File: config.mk
export PLATFORM = sky130hd
export DESIGN_NAME = ctrl_bypass
export DESIGN_NICKNAME = d
export VERILOG_FILES = /design/src/verilog/ctrl_bypass_pkg.sv /design/src/verilog/id_instr_qualify.sv /design/src/verilog/rf_addr_compare.sv /design/src/verilog/operand_fwd_ctrl.sv /design/src/verilog/gpr_hazard_stall.sv /design/src/verilog/csr_hazard_detect.sv /design/src/verilog/ctrl_bypass.sv
export SDC_FILE = /design/constraint.sdc
export NUM_CORES = 1
export LEC_CHECK = 0
export ABC_CLOCK_PERIOD_IN_PS = 1850
export BUFFER_PORTS_ARGS = -buffer_cell sky130_fd_sc_hd__buf_4
export CAP_MARGIN = 20
export CORE_UTILIZATION = 32
export DETAILED_ROUTE_END_ITERATION = 10
export PLACE_DENSITY = 0.87
export RECOVER_POWER = 25
export SLEW_MARGIN = 25
export SYNTH_ARGS = -nofsm -noshare
export SYNTH_HDL_FRONTEND = slang
export SYNTH_HIERARCHICAL = 1
export SYNTH_SLANG_ARGS = --single-unit
File: constraint.sdc
create_clock -name vclk -period 1.85
set_input_delay 0.185 -clock vclk [all_inputs]
set_output_delay 0.185 -clock vclk [all_outputs]
set_load 0.02 [all_outputs]
File: src/verilog/ctrl_bypass_pkg.sv
`default_nettype none

// Shared types for the ID/EX/WB hazard and bypass controller
package ctrl_bypass_pkg;

  ////////////////////////////////////////////////////////////
  // Address widths
  ////////////////////////////////////////////////////////////

  // Integer register file address, x0..x31
  typedef logic [4:0] rf_addr_t;

  // CSR address space
  typedef logic [11:0] csr_addr_t;

  ////////////////////////////////////////////////////////////
  // Forward mux selects
  ////////////////////////////////////////////////////////////

  // Operand forward source for one ID read port
  // Encoding matches the operand mux in the ID stage
  typedef enum logic [1:0] {
    FW_REGFILE = 2'b00,
    FW_EX      = 2'b01,
    FW_WB      = 2'b10
  } fw_sel_e;

  // Jump-register forward source for the PC target adder
  // Only WB can feed it, EX results stall instead
  typedef enum logic {
    JSEL_REGFILE = 1'b0,
    JSEL_FW_WB   = 1'b1
  } jalr_sel_e;

endpackage

`default_nettype wire

File: src/verilog/id_instr_qualify.sv
`timescale 1ns/10ps
`default_nettype none

// Qualifies the ID-stage instruction flags used by the hazard units
module id_instr_qualify (
  // Instruction in ID is valid
  input  wire logic id_valid_i,
  // Raw decoder flags
  input  wire logic id_jalr_i,
  input  wire logic id_mret_i,
  // Fetch-side faults and debug match
  input  wire logic id_bus_err_i,
  input  wire logic id_access_fault_i,
  input  wire logic id_trigger_i,
  // Qualified flags
  output logic      id_jalr_o,
  output logic      id_mret_o,
  // Kill write enables of the ID instruction
  output logic      deassert_we_o
);

  // Flags are gated with validity only
  // Decoder enables are not used, so a flag may be set for an instruction
  // that is turned into a nop, which at worst costs a stall cycle
  // A hazard is never missed this way
  assign id_jalr_o = id_jalr_i && id_valid_i;

  // mret reads mepc and mcause implicitly while in ID
  assign id_mret_o = id_mret_i && id_valid_i;

  ////////////////////////////////////////////////////////////
  // Write-enable deassert
  ////////////////////////////////////////////////////////////

  // Faulting fetch becomes a nop that travels down to WB
  // Trigger match also blocks writes, the instruction must not
  // execute before debug entry
  always_comb begin
    deassert_we_o = 1'b0;
    if (id_bus_err_i || id_access_fault_i || id_trigger_i) begin
      deassert_we_o = 1'b1;
    end
  end

endmodule

`default_nettype wire

File: src/verilog/rf_addr_compare.sv
`timescale 1ns/10ps
`default_nettype none

// Compares ID read addresses with the EX and WB write addresses
module rf_addr_compare import ctrl_bypass_pkg::*; #(
  parameter int unsigned NUM_READ_PORTS = 2
) (
  // ID read requests
  input  wire logic [NUM_READ_PORTS-1:0] rf_re_id_i,
  input  wire rf_addr_t                  rf_raddr_id_i [NUM_READ_PORTS],
  // EX pipeline register
  input  wire logic                      ex_valid_i,
  input  wire logic                      ex_rf_we_i,
  input  wire rf_addr_t                  ex_rf_waddr_i,
  // WB pipeline register
  input  wire logic                      wb_valid_i,
  input  wire logic                      wb_rf_we_i,
  input  wire rf_addr_t                  wb_rf_waddr_i,
  // Qualified hits per read port
  output logic [NUM_READ_PORTS-1:0]      ex_hit_o,
  output logic [NUM_READ_PORTS-1:0]      wb_hit_o,
  // rs1 hits for the jump-register path
  output logic                           jalr_ex_hit_o,
  output logic                           jalr_wb_hit_o
);

  // Stage actually writes the register file
  logic ex_writes;
  logic wb_writes;

  // Only place where write validity is tested
  assign ex_writes = ex_valid_i && ex_rf_we_i;
  assign wb_writes = wb_valid_i && wb_rf_we_i;

  ////////////////////////////////////////////////////////////
  // Per-port match
  ////////////////////////////////////////////////////////////

  for (genvar i = 0; i < NUM_READ_PORTS; i++) begin : gen_port_hit
    // x0 is hardwired to zero and never forwarded
    assign ex_hit_o[i] = rf_re_id_i[i] && (|rf_raddr_id_i[i]) &&
                         (rf_raddr_id_i[i] == ex_rf_waddr_i) && ex_writes;
    assign wb_hit_o[i] = rf_re_id_i[i] && (|rf_raddr_id_i[i]) &&
                         (rf_raddr_id_i[i] == wb_rf_waddr_i) && wb_writes;
  end

  // JALR implies a read of rs1 on port 0
  // Read enable left out, the jalr flag qualifies these downstream
  assign jalr_ex_hit_o = (|rf_raddr_id_i[0]) && (rf_raddr_id_i[0] == ex_rf_waddr_i) &&
                         ex_writes;
  assign jalr_wb_hit_o = (|rf_raddr_id_i[0]) && (rf_raddr_id_i[0] == wb_rf_waddr_i) &&
                         wb_writes;

endmodule

`default_nettype wire

File: src/verilog/operand_fwd_ctrl.sv
`timescale 1ns/10ps
`default_nettype none

// Forward source selection for the ID operand and jump-register muxes
module operand_fwd_ctrl import ctrl_bypass_pkg::*; #(
  parameter int unsigned NUM_READ_PORTS = 2
) (
  // Qualified hits per read port
  input  wire logic [NUM_READ_PORTS-1:0] ex_hit_i,
  input  wire logic [NUM_READ_PORTS-1:0] wb_hit_i,
  // rs1 hit against WB for the jump target
  input  wire logic                      jalr_wb_hit_i,
  // Mux selects
  output fw_sel_e                        operand_fw_sel_o [NUM_READ_PORTS],
  output jalr_sel_e                      jalr_fw_sel_o
);

  ////////////////////////////////////////////////////////////
  // Operand forwarding
  ////////////////////////////////////////////////////////////

  // EX holds the younger result, so it wins over WB
  // EX value of a load is not ready yet, load stall covers that case
  always_comb begin
    for (int i = 0; i < NUM_READ_PORTS; i++) begin
      if (ex_hit_i[i]) begin
        operand_fw_sel_o[i] = FW_EX;
      end else if (wb_hit_i[i]) begin
        operand_fw_sel_o[i] = FW_WB;
      end else begin
        operand_fw_sel_o[i] = FW_REGFILE;
      end
    end
  end

  ////////////////////////////////////////////////////////////
  // Jump-register forwarding
  ////////////////////////////////////////////////////////////

  // WB only, and only useful for ALU results
  // Load results in WB stall the jalr instead, too late for the PC path
  // Not gated with jalr in ID, the select is a don't care then
  always_comb begin
    jalr_fw_sel_o = JSEL_REGFILE;
    if (jalr_wb_hit_i) begin
      jalr_fw_sel_o = JSEL_FW_WB;
    end
  end

endmodule

`default_nettype wire

File: src/verilog/gpr_hazard_stall.sv
`timescale 1ns/10ps
`default_nettype none

// Load-use and jump-register stalls for the ID stage
module gpr_hazard_stall #(
  parameter int unsigned NUM_READ_PORTS = 2
) (
  // Qualified hits per read port
  input  wire logic [NUM_READ_PORTS-1:0] ex_hit_i,
  input  wire logic [NUM_READ_PORTS-1:0] wb_hit_i,
  // rs1 hits for the jump-register path
  input  wire logic                      jalr_ex_hit_i,
  input  wire logic                      jalr_wb_hit_i,
  // Load or store in EX and WB
  input  wire logic                      ex_lsu_en_i,
  input  wire logic                      wb_lsu_en_i,
  // WB done with its data, low during a bus wait state
  input  wire logic                      wb_ready_i,
  // Qualified jalr in ID
  input  wire logic                      id_jalr_i,
  // Stalls
  output logic                           load_stall_o,
  output logic                           jalr_stall_o
);

  // Any port hitting each stage
  logic any_ex_hit;
  logic any_wb_hit;
  // Individual stall causes
  logic load_use_ex;
  logic load_use_wb;
  logic jalr_hz_ex;
  logic jalr_hz_wb;

  assign any_ex_hit = |ex_hit_i;
  assign any_wb_hit = |wb_hit_i;

  ////////////////////////////////////////////////////////////
  // Load-use stall
  ////////////////////////////////////////////////////////////

  // Load data for EX shows up a cycle later in WB
  assign load_use_ex = any_ex_hit && ex_lsu_en_i;

  // WB result not there yet while the bus is waiting
  assign load_use_wb = any_wb_hit && !wb_ready_i;

  assign load_stall_o = load_use_ex || load_use_wb;

  ////////////////////////////////////////////////////////////
  // Jump-register stall
  ////////////////////////////////////////////////////////////

  // No EX to PC forward path at all
  assign jalr_hz_ex = jalr_ex_hit_i;

  // WB forward only covers ALU results
  // Load data would sit on a long timing path into the PC adder
  assign jalr_hz_wb = jalr_wb_hit_i && wb_lsu_en_i;

  // ID is held anyway, so nothing to deassert there
  assign jalr_stall_o = id_jalr_i && (jalr_hz_ex || jalr_hz_wb);

endmodule

`default_nettype wire

File: src/verilog/csr_hazard_detect.sv
`timescale 1ns/10ps
`default_nettype none

// CSR read-after-write hazard detection for the ID and EX stages
module csr_hazard_detect import ctrl_bypass_pkg::*; (
  // Qualified mret in ID
  input  wire logic      id_mret_i,
  // EX pipeline register
  input  wire logic      ex_valid_i,
  input  wire logic      ex_csr_en_i,
  input  wire logic      ex_mret_i,
  input  wire logic      ex_csr_impl_wr_i,
  input  wire logic      ex_csr_impl_re_i,
  input  wire logic      ex_csr_expl_re_i,
  input  wire csr_addr_t ex_csr_raddr_i,
  // WB pipeline register
  input  wire logic      wb_valid_i,
  input  wire logic      wb_csr_en_i,
  input  wire logic      wb_mret_i,
  input  wire logic      wb_csr_impl_wr_i,
  input  wire logic      wb_csr_expl_we_i,
  input  wire csr_addr_t wb_csr_waddr_i,
  // Stalls
  output logic           csr_stall_id_o,
  output logic           csr_stall_ex_o
);

  // Implicit writes per stage
  logic ex_impl_wr;
  logic wb_impl_wr;
  // Implicit or explicit writes per stage
  logic ex_csr_wr;
  logic wb_csr_wr;
  // Exact explicit RAW between EX and WB
  logic expl_raw_ex;

  ////////////////////////////////////////////////////////////
  // Write detection
  ////////////////////////////////////////////////////////////

  // mret updates mstatus implicitly
  // Some CSR instructions also write a second CSR, flagged by impl_wr
  assign ex_impl_wr = ex_valid_i && (ex_mret_i || (ex_csr_en_i && ex_csr_impl_wr_i));
  assign wb_impl_wr = wb_valid_i && (wb_mret_i || (wb_csr_en_i && wb_csr_impl_wr_i));

  // Any CSR instruction counts as a writer here
  assign ex_csr_wr = ex_valid_i && (ex_csr_en_i || ex_impl_wr);
  assign wb_csr_wr = wb_valid_i && (wb_csr_en_i || wb_impl_wr);

  // Only hazard with a precise address compare
  assign expl_raw_ex = ex_csr_expl_re_i && wb_csr_expl_we_i &&
                       (ex_csr_raddr_i == wb_csr_waddr_i);

  ////////////////////////////////////////////////////////////
  // Stalls
  ////////////////////////////////////////////////////////////

  // mret in ID reads mepc and mcause
  // Conservative, any write in EX or WB holds it
  always_comb begin
    csr_stall_id_o = 1'b0;
    if (id_mret_i && (ex_csr_wr || wb_csr_wr)) begin
      csr_stall_id_o = 1'b1;
    end
  end

  // EX stalls on
  //   implicit read against any write in WB
  //   CSR instruction against an implicit write in WB
  //   explicit read against an explicit write to the same CSR
  always_comb begin
    csr_stall_ex_o = 1'b0;
    if (ex_csr_impl_re_i && wb_csr_wr) begin
      csr_stall_ex_o = 1'b1;
    end
    if (ex_valid_i && ex_csr_en_i && wb_impl_wr) begin
      csr_stall_ex_o = 1'b1;
    end
    if (expl_raw_ex) begin
      csr_stall_ex_o = 1'b1;
    end
  end

endmodule

`default_nettype wire

File: src/verilog/ctrl_bypass.sv
`timescale 1ns/10ps
`default_nettype none

// Hazard and bypass controller for the ID/EX/WB issue path
module ctrl_bypass import ctrl_bypass_pkg::*; #(
  parameter int unsigned NUM_READ_PORTS = 2
) (
  // ID read requests, port 0 is rs1
  input  wire logic [NUM_READ_PORTS-1:0] rf_re_id_i,
  input  wire rf_addr_t                  rf_raddr_id_i [NUM_READ_PORTS],
  // ID instruction
  input  wire logic                      id_valid_i,
  input  wire logic                      id_jalr_i,
  input  wire logic                      id_mret_i,
  input  wire logic                      id_bus_err_i,
  input  wire logic                      id_access_fault_i,
  input  wire logic                      id_trigger_i,
  // EX pipeline register
  input  wire logic                      ex_valid_i,
  input  wire logic                      ex_rf_we_i,
  input  wire rf_addr_t                  ex_rf_waddr_i,
  input  wire logic                      ex_lsu_en_i,
  input  wire logic                      ex_csr_en_i,
  input  wire logic                      ex_mret_i,
  input  wire logic                      ex_csr_impl_wr_i,
  input  wire logic                      ex_csr_impl_re_i,
  input  wire logic                      ex_csr_expl_re_i,
  input  wire csr_addr_t                 ex_csr_raddr_i,
  // WB pipeline register
  input  wire logic                      wb_valid_i,
  input  wire logic                      wb_rf_we_i,
  input  wire rf_addr_t                  wb_rf_waddr_i,
  input  wire logic                      wb_lsu_en_i,
  input  wire logic                      wb_csr_en_i,
  input  wire logic                      wb_mret_i,
  input  wire logic                      wb_csr_impl_wr_i,
  input  wire logic                      wb_csr_expl_we_i,
  input  wire csr_addr_t                 wb_csr_waddr_i,
  input  wire logic                      wb_ready_i,
  // Forward selects
  output fw_sel_e                        operand_fw_sel_o [NUM_READ_PORTS],
  output jalr_sel_e                      jalr_fw_sel_o,
  // Stalls and write kill
  output logic                           load_stall_o,
  output logic                           jalr_stall_o,
  output logic                           csr_stall_id_o,
  output logic                           csr_stall_ex_o,
  output logic                           deassert_we_o
);

  ////////////////////////////////////////////////////////////
  // Internal nets
  ////////////////////////////////////////////////////////////

  // Qualified ID flags
  logic                      id_jalr_q;
  logic                      id_mret_q;
  // Qualified register hits
  logic [NUM_READ_PORTS-1:0] ex_hit;
  logic [NUM_READ_PORTS-1:0] wb_hit;
  logic                      jalr_ex_hit;
  logic                      jalr_wb_hit;

  id_instr_qualify u_id_instr_qualify (
    .id_valid_i        (id_valid_i),
    .id_jalr_i         (id_jalr_i),
    .id_mret_i         (id_mret_i),
    .id_bus_err_i      (id_bus_err_i),
    .id_access_fault_i (id_access_fault_i),
    .id_trigger_i      (id_trigger_i),
    .id_jalr_o         (id_jalr_q),
    .id_mret_o         (id_mret_q),
    .deassert_we_o     (deassert_we_o)
  );

  rf_addr_compare #(
    .NUM_READ_PORTS (NUM_READ_PORTS)
  ) u_rf_addr_compare (
    .rf_re_id_i    (rf_re_id_i),
    .rf_raddr_id_i (rf_raddr_id_i),
    .ex_valid_i    (ex_valid_i),
    .ex_rf_we_i    (ex_rf_we_i),
    .ex_rf_waddr_i (ex_rf_waddr_i),
    .wb_valid_i    (wb_valid_i),
    .wb_rf_we_i    (wb_rf_we_i),
    .wb_rf_waddr_i (wb_rf_waddr_i),
    .ex_hit_o      (ex_hit),
    .wb_hit_o      (wb_hit),
    .jalr_ex_hit_o (jalr_ex_hit),
    .jalr_wb_hit_o (jalr_wb_hit)
  );

  operand_fwd_ctrl #(
    .NUM_READ_PORTS (NUM_READ_PORTS)
  ) u_operand_fwd_ctrl (
    .ex_hit_i         (ex_hit),
    .wb_hit_i         (wb_hit),
    .jalr_wb_hit_i    (jalr_wb_hit),
    .operand_fw_sel_o (operand_fw_sel_o),
    .jalr_fw_sel_o    (jalr_fw_sel_o)
  );

  gpr_hazard_stall #(
    .NUM_READ_PORTS (NUM_READ_PORTS)
  ) u_gpr_hazard_stall (
    .ex_hit_i      (ex_hit),
    .wb_hit_i      (wb_hit),
    .jalr_ex_hit_i (jalr_ex_hit),
    .jalr_wb_hit_i (jalr_wb_hit),
    .ex_lsu_en_i   (ex_lsu_en_i),
    .wb_lsu_en_i   (wb_lsu_en_i),
    .wb_ready_i    (wb_ready_i),
    .id_jalr_i     (id_jalr_q),
    .load_stall_o  (load_stall_o),
    .jalr_stall_o  (jalr_stall_o)
  );

  csr_hazard_detect u_csr_hazard_detect (
    .id_mret_i        (id_mret_q),
    .ex_valid_i       (ex_valid_i),
    .ex_csr_en_i      (ex_csr_en_i),
    .ex_mret_i        (ex_mret_i),
    .ex_csr_impl_wr_i (ex_csr_impl_wr_i),
    .ex_csr_impl_re_i (ex_csr_impl_re_i),
    .ex_csr_expl_re_i (ex_csr_expl_re_i),
    .ex_csr_raddr_i   (ex_csr_raddr_i),
    .wb_valid_i       (wb_valid_i),
    .wb_csr_en_i      (wb_csr_en_i),
    .wb_mret_i        (wb_mret_i),
    .wb_csr_impl_wr_i (wb_csr_impl_wr_i),
    .wb_csr_expl_we_i (wb_csr_expl_we_i),
    .wb_csr_waddr_i   (wb_csr_waddr_i),
    .csr_stall_id_o   (csr_stall_id_o),
    .csr_stall_ex_o   (csr_stall_ex_o)
  );

endmodule

`default_nettype wire

# After elaboration in Yosys (flattened, before gate mapping)
# Cells that the tools add are included.
# classes
muxes	10
eq_ne	5
n_reduce_logical	48
# ops
cell	n
logical AND 1 bit	34
equality test 5 bit	4
equality test 12 bit	1
OR reduction 5 bit	2
logical OR 1 bit	9
2-to-1 mux 2 bit	4
2-to-1 mux 1 bit	6
OR reduction 2 bit	2
zero test 1 bit	1
# word_totals
register_bits	0
input_bits	68
elab_cells	63

# Depth between registers and ports, before layout
# Gate-level depths: netlist (run 1).
# logic_depth
depth_word	9
mapped_depth	5
depth_no_buf	5

# Cells and area by module
# Netlist (run 1), hierarchy kept.
# modules_own_cells
mod	seq_area_each_um2	cells_each	instances	area_each_um2
rf_addr_compare	0.0	39	1	282.8
csr_hazard_detect	0.0	22	1	172.7
operand_fwd_ctrl	0.0	5	1	50.0
gpr_hazard_stall	0.0	5	1	25.0
id_instr_qualify	0.0	3	1	18.8

# Least setup slack after synthesis (run 1)
# No wires, ideal clock.
# synth_path
kind	in2out
from	input port rf_raddr_id_i[9] (netlist name)
to	output port load_stall_o
stages	5
t_required_ns	1.665
arrival_time_ns	1.564
path_slack_ns	0.101
path_cell_list	xor2_1 -> or4_4 -> nor3_1 -> o21ai_1 -> o21ai_1
# synth_via
elab_chain_len	7
# synth_rtl
element	line_no	text
start: declaration	ctrl_bypass.sv:10	input wire rf_addr_t rf_raddr_id_i [NUM_READ_PORTS],
OR reduction 5 bit	rf_addr_compare.sv:41	assign ex_hit_o[i] = rf_re_id_i[i] && (|rf_raddr_id_i[i]) &&
logical AND 1 bit	rf_addr_compare.sv:41	
logical AND 1 bit *	rf_addr_compare.sv:41	
logical AND 1 bit *	rf_addr_compare.sv:42	(rf_raddr_id_i[i] == ex_rf_waddr_i) && ex_writes;
named net ex_hit[0]	ctrl_bypass.sv:59	logic [NUM_READ_PORTS-1:0] ex_hit;
OR reduction 2 bit *	gpr_hazard_stall.sv:35	assign any_ex_hit = |ex_hit_i;
logical AND 1 bit *	gpr_hazard_stall.sv:43	assign load_use_ex = any_ex_hit && ex_lsu_en_i;
logical OR 1 bit *	gpr_hazard_stall.sv:48	assign load_stall_o = load_use_ex || load_use_wb;
end: declaration	ctrl_bypass.sv:44	output logic load_stall_o,
# Mark *: on every way through the listed nets, which the timed path passes. The rest lies on a longest branch.

==> results.md, run 1 <==
* Outcome: finished, violations left
* Failing checks: design-rule violations
* Hold Crit Endpoint: load_stall_o
* Synth Area in Compound Gates at 10.0%
* Syn nets at 142
* CP Launch Type: input port
* XOR/XNOR Fraction of Synth Area at 51.0%
* Mux contribution to synthesized area at 0%
* Int Power at 0.000145 W
* Synthesized area at 549 sq um
* Final setup viols at 0
* RSZ-0062 raised after global routing: false
* Layout net count at 219
* Unique masters post-synth at 23
* Critical path arrival at 1.55 ns
* Max_slew headroom at 68.6%
* Routed wire length at 2090 um
* Synth top area share at 31.9%
* Final Cycle Share at 93.7%
* WHS Path Cells at 3
* Most common cell after layout, fill and taps aside: buf_4
* Worst hold start: wb_ready_i
* Worst Max-Slew Pin Slew at 0.467 ns
* Largest family of logic cells by synthesized area: XOR/XNOR gates
* Clock buffer count at 0
* Routed vias at 816
* Gr ovfl total at 0
* Core Area at 1560 sq um
* Die extent in y at 43.4 um
* Commonest non-fill, non-tap cells in the layout: buf_4 (76), xnor2_1 (20), xor2_1 (12)
* Initial antenna violation count at 0
* Layout fillers at 138
* Antenna-violating nets left at 0
* Slew Limit Fails at 0
* Maximum fanout along the worst path at 3
* Max-Cap Viols at 0
* HP Class: in -> out
* Final instance area at 1140 sq um
* Row cnt at 14
* Die width at 43.4 um
* Combinational Power Share at 100.0%
* DP Worst Slack at 0.00708 ns
* Kind of critical path: in -> out
* Gate Count Post-Synth at 74
* Via/cell ratio at 4.95
* Post-layout min period at 1.73 ns
* PwrDens at 201 nW/um^2
* Clock Power Share at 0%
* Peak supply drop at 124 uV
* Share of layout cells above drive strength 1 at 55.7%
* TNS Setup at 0 ns
* Diode count at 0
* FF+latch count at 0
* Post-synthesis simple-gate area fraction at 34.9%
* # port buffers at 77
* Largest cells by area after synthesis: xnor2_1 (32%), xor2_1 (19%), nand4_1 (5.7%)
* NetSw at 0.0000838 W
* Dpl cell area at 1130 sq um
* Worst Path Required at 1.66 ns
* Crit. End Element: output pin
* Die ar. at 1890 sq um
* Sequential area share after synthesis at 0%
* Syn avg cell area at 7.42 sq um
* Area leader, netlist: xnor2_1
* Vias in the first global route at 897
* Initial Util at 35.2%
* Final hold viol count at 0
* DRC marker count from the first detailed-route iteration at 10
* Sequential Power Share at 0%
* Setup bufs post-CTS at 0
* Setup WS post-layout at 0.116 ns
* Synth-to-Final Area Change at 107%
* GRT Util Overall at 23.8%
* IO Pins at 78
* Largest net degree at the start of global routing at 5
* Adder-cell area share of the yosys netlist at 0%
* HPWL after DPL at 2000 um
* Synth Warn # at 6
* Sw Ratio at 36.7%
* Min Hold Slack at 0.653 ns
* Achievable Freq at 0.577 GHz
* # DRC at 7
* FF+latch area at 0 sq um
* GP Congestion at 0.747
* Drt first pass iters at 6
* First-pass GRT wire length at 3540 um
* WL/cell at 12.7 um
* Lkg Pwr at 0.514 nW
==> worst max-delay path, cell delays in order <==
cell     delay [ns]
buf_4          0.12
or4_1          0.56
o21ai_1        0.22
nor3_2         0.08
buf_4          0.15
nor2b_4        0.09
buf_4          0.14
==> metal layers <==
layer / global-route usage (%) / vias to the layer above / routed length, um
met5: 0 / - / 0
met4: 3.75 / 0 / 27
met3: 3.33 / 4 / 164
met2: 49.4 / 44 / 1200
met1: 25.0 / 353 / 703
li1: - / 415 / -
==> timing repair <==
| item | in CTS | in global routing |
|---|---|---|
| endpoints found under the setup margin | 1 | 2 |
| hold buffers | 0 | 0 |
| cloned | 0 | 0 |
| gates resized for setup | 1 | 3 |
==> cells by family (layout without fill, tap and decap cells) <==
group                  count (synthesis)  after routing
buffers and inverters                  3             78
AO/OA/AOI/OAI                         10             10
AND/OR/NAND/NOR                       29             29
XOR/XNOR                              32             32
==> stage by stage <==
step / power [W] / utilization [%] / std cells
after CTS: 0.000230 / 73.0 / 165
after global placement: 0.000222 / 72.6 / 165
after detailed placement: 0.000228 / 72.6 / 165
after global routing: 0.000249 / 72.9 / 165
after floorplan: 0.0000828 / - / 74
final: 0.000228 / 72.9 / 165
==> cell type report <==
class | instances | area [sq um] | area share, %
Multi-Input combinational cell | 71 | 538 | 47.4
Timing Repair Buffer | 78 | 578 | 50.9
Tap cell | 16 | 20.0 | 1.76
==> power by group through the flow <==
stage / logic, W / registers (W) / clock network (W)
2_1_floorplan: 0.0000828 / 0 / 0
3_3_place_gp: 0.000222 / 0 / 0
3_5_place_dp: 0.000228 / 0 / 0
4_1_cts: 0.000230 / 0 / 0
5_1_grt: 0.000249 / 0 / 0
6_report: 0.000228 / 0 / 0
==> cells in the mapped netlist, drive strengths merged <==
cell type   n
nor4        3
and2        2
o22ai       1
o21ai       6
nand2       2
xor2       12
nand4       5
a31oi       1
or3         1
nor2        2
or4         3
nand3       2
a21boi      1
nor2b       3
or2         1
buf         3
xnor2      20
nor3        5
a21oi       1
==> how the worst max path moves through the flow <==
stage | start | to | slack [ns] | cells after the start
floorplan | rf_raddr_id_i[9] | load_stall_o | 0.10 | 5
global placement | rf_raddr_id_i[1] | load_stall_o | 0.07 | 7
detailed placement | rf_raddr_id_i[1] | load_stall_o | 0.007 | 7
CTS | rf_raddr_id_i[1] | load_stall_o | 0.05 | 7
global route | rf_raddr_id_i[9] | jalr_stall_o | 0.03 | 7
finish | rf_raddr_id_i[6] | operand_fw_sel_o[3] | 0.12 | 7
(Power assumes the default switching activity.)
==> run 2, diff against run 1 <==
Settings changed: MAX_ROUTING_LAYER set to met4, PLACE_DENSITY 0.87 to 0.85, TNS_END_PERCENT set to 20.
==> results.md, run 2 (same netlist as run 1, synthesis figures left out) <==
* # port buffers at 77 (unchanged)
* Non-Filler Instances at 165 (unchanged)
* FF+latch area at 0 sq um (unchanged)
* Die width at 43.4 um (unchanged)
* Final setup viols at 0 (unchanged)
* Maximum fanout along the worst path at 3 (unchanged)
* Post-layout min period at 1.72 ns (-0.0176 ns)
* Largest net degree at the start of global routing at 5 (unchanged)
* Synth-to-Final Area Change at 107% (unchanged)
* Initial antenna violation count at 0 (unchanged)
* FF+latch count at 0 (unchanged)
* HPWL after DPL at 1940 um (-3.0%)
* Achievable Freq at 0.583 GHz (+1.0%)
* Hold Crit Endpoint: load_stall_o
* Lkg Pwr at 0.514 nW (unchanged)
* Routed wire length at 2010 um (-3.8%)
* Share of layout cells above drive strength 1 at 55.7% (unchanged)
* Gr ovfl total at 0 (unchanged)
* Worst hold start: wb_ready_i
* WHS Path Cells at 3 (unchanged)
* Final hold viol count at 0 (unchanged)
* Routed vias at 827 (+1.3%)
* DRC marker count from the first detailed-route iteration at 18 (+8)
* Max-Cap Viols at 0 (unchanged)
* Die extent in y at 43.4 um (unchanged)
* Layout net count at 219 (unchanged)
* RSZ-0062 raised after global routing: false
* Worst Max-Slew Pin Slew at 0.472 ns (+0.00547 ns)
* Power Total at 0.000228 W (-0.23%)
* DP Worst Slack at -0.0447 ns (-0.0518 ns)
* Drt first pass iters at 7 (+1)
* Kind of critical path: in -> out
* WL/cell at 12.2 um (-3.8%)
* Setup bufs post-CTS at 0 (unchanged)
* Outcome: finished, violations left
* Commonest non-fill, non-tap cells in the layout: buf_4 (76), xnor2_1 (20), xor2_1 (12)
* Peak supply drop at 119 uV (-3.7%)
* Core Area at 1560 sq um (unchanged)
* Clock buffer count at 0 (unchanged)
* Slew Limit Fails at 0 (unchanged)
* Diode count at 0 (unchanged)
* Initial Util at 35.2% (unchanged)
* Via/cell ratio at 5.01 (+1.3%)
* PwrDens at 201 nW/um^2 (-0.23%)
* GRT Util Overall at 23.5% (-0.33 points)
* Crit. End Element: output pin
* Critical path arrival at 1.53 ns (-0.02 ns)
* Hold buffers post-CTS at 0 (unchanged)
* Core Util, Final at 72.9% (unchanged)
* IO Pins at 78 (unchanged)
* Antenna-violating nets left at 0 (unchanged)
* Setup WS post-layout at 0.133 ns (+0.0176 ns)
* Most common cell after layout, fill and taps aside: buf_4
* Final Cycle Share at 92.8% (-0.95 points)
* First-pass GRT wire length at 3430 um (-3.1%)
* Max_slew headroom at 68.3% (-0.37 points)
* Worst Path Required at 1.66 ns (about the same)
* HP Class: in -> out
* Inst Count DP at 165 (unchanged)
* CP Launch Type: input port
* Vias in the first global route at 879 (-2.0%)
* Die ar. at 1890 sq um (unchanged)
* Failing checks: design-rule violations
* Row cnt at 14 (unchanged)
* GP Congestion at 0.825 (+10%)
* Layout fillers at 133 (-3.6%)
* # DRC at 8 (+1)
[run 2: area by class of cell]
type	instances	area [sq um]	share of cell area, %
repair buffers	78	578	50.9
multi-input cells	71	538	47.4
well taps	16	20.0	1.76
[run 2: routing by layer]
layer	routed length, um	part of all wire, %	GRT usage [%]	vias to the layer above
met5	0	0	-	-
met4	19	0.94	1.88	0
met3	161	8.0	2.08	2
met2	1140	57	49.7	46
met1	692	34	23.3	366
li1	-	-	-	413
[run 2: repair_timing]
action                     in CTS  in global routing
gates resized for setup         1                  3
hold endpoints to repair        0                  0
setup endpoints to repair       1                  2
[run 2: power breakdown]
part / internal (W) / switching (W) / total, W
combinational: 0.000144 / 0.0000833 / 0.000228
clock: 0 / 0 / 0
sequential: 0 / 0 / 0
total: 0.000144 / 0.0000833 / 0.000228
[run 2: worst max-delay path: stages]
cell and delay [ns]:
buf_4 0.13, xor2_1 0.16, or4_4 0.52, nor3_2 0.20, buf_4 0.16, nor2b_4 0.03, buf_4 0.15
[run 2: worst max-delay path by stage]
stage | cells after the start | slack (ns) | from | to
after floorplan | 5 | 0.10 | rf_raddr_id_i[9] | load_stall_o
final | 7 | 0.13 | rf_raddr_id_i[9] | operand_fw_sel_o[3]
after detailed placement | 7 | -0.04 | rf_raddr_id_i[1] | load_stall_o
after global routing | 7 | 0.03 | rf_raddr_id_i[6] | operand_fw_sel_o[3]
after global placement | 7 | 0.07 | rf_raddr_id_i[3] | load_stall_o
after CTS | 7 | 0.04 | rf_raddr_id_i[1] | load_stall_o
[run 2: through the flow]
step,hold WS [ns],TNS (ns),cell area (sq um)
finish,0.666,0,1140
global route,0.673,0,1140
CTS,0.655,0,1140
detailed placement,0.657,-0.0447,1130
global placement,0.647,0,1130
floorplan,0.515,0,549
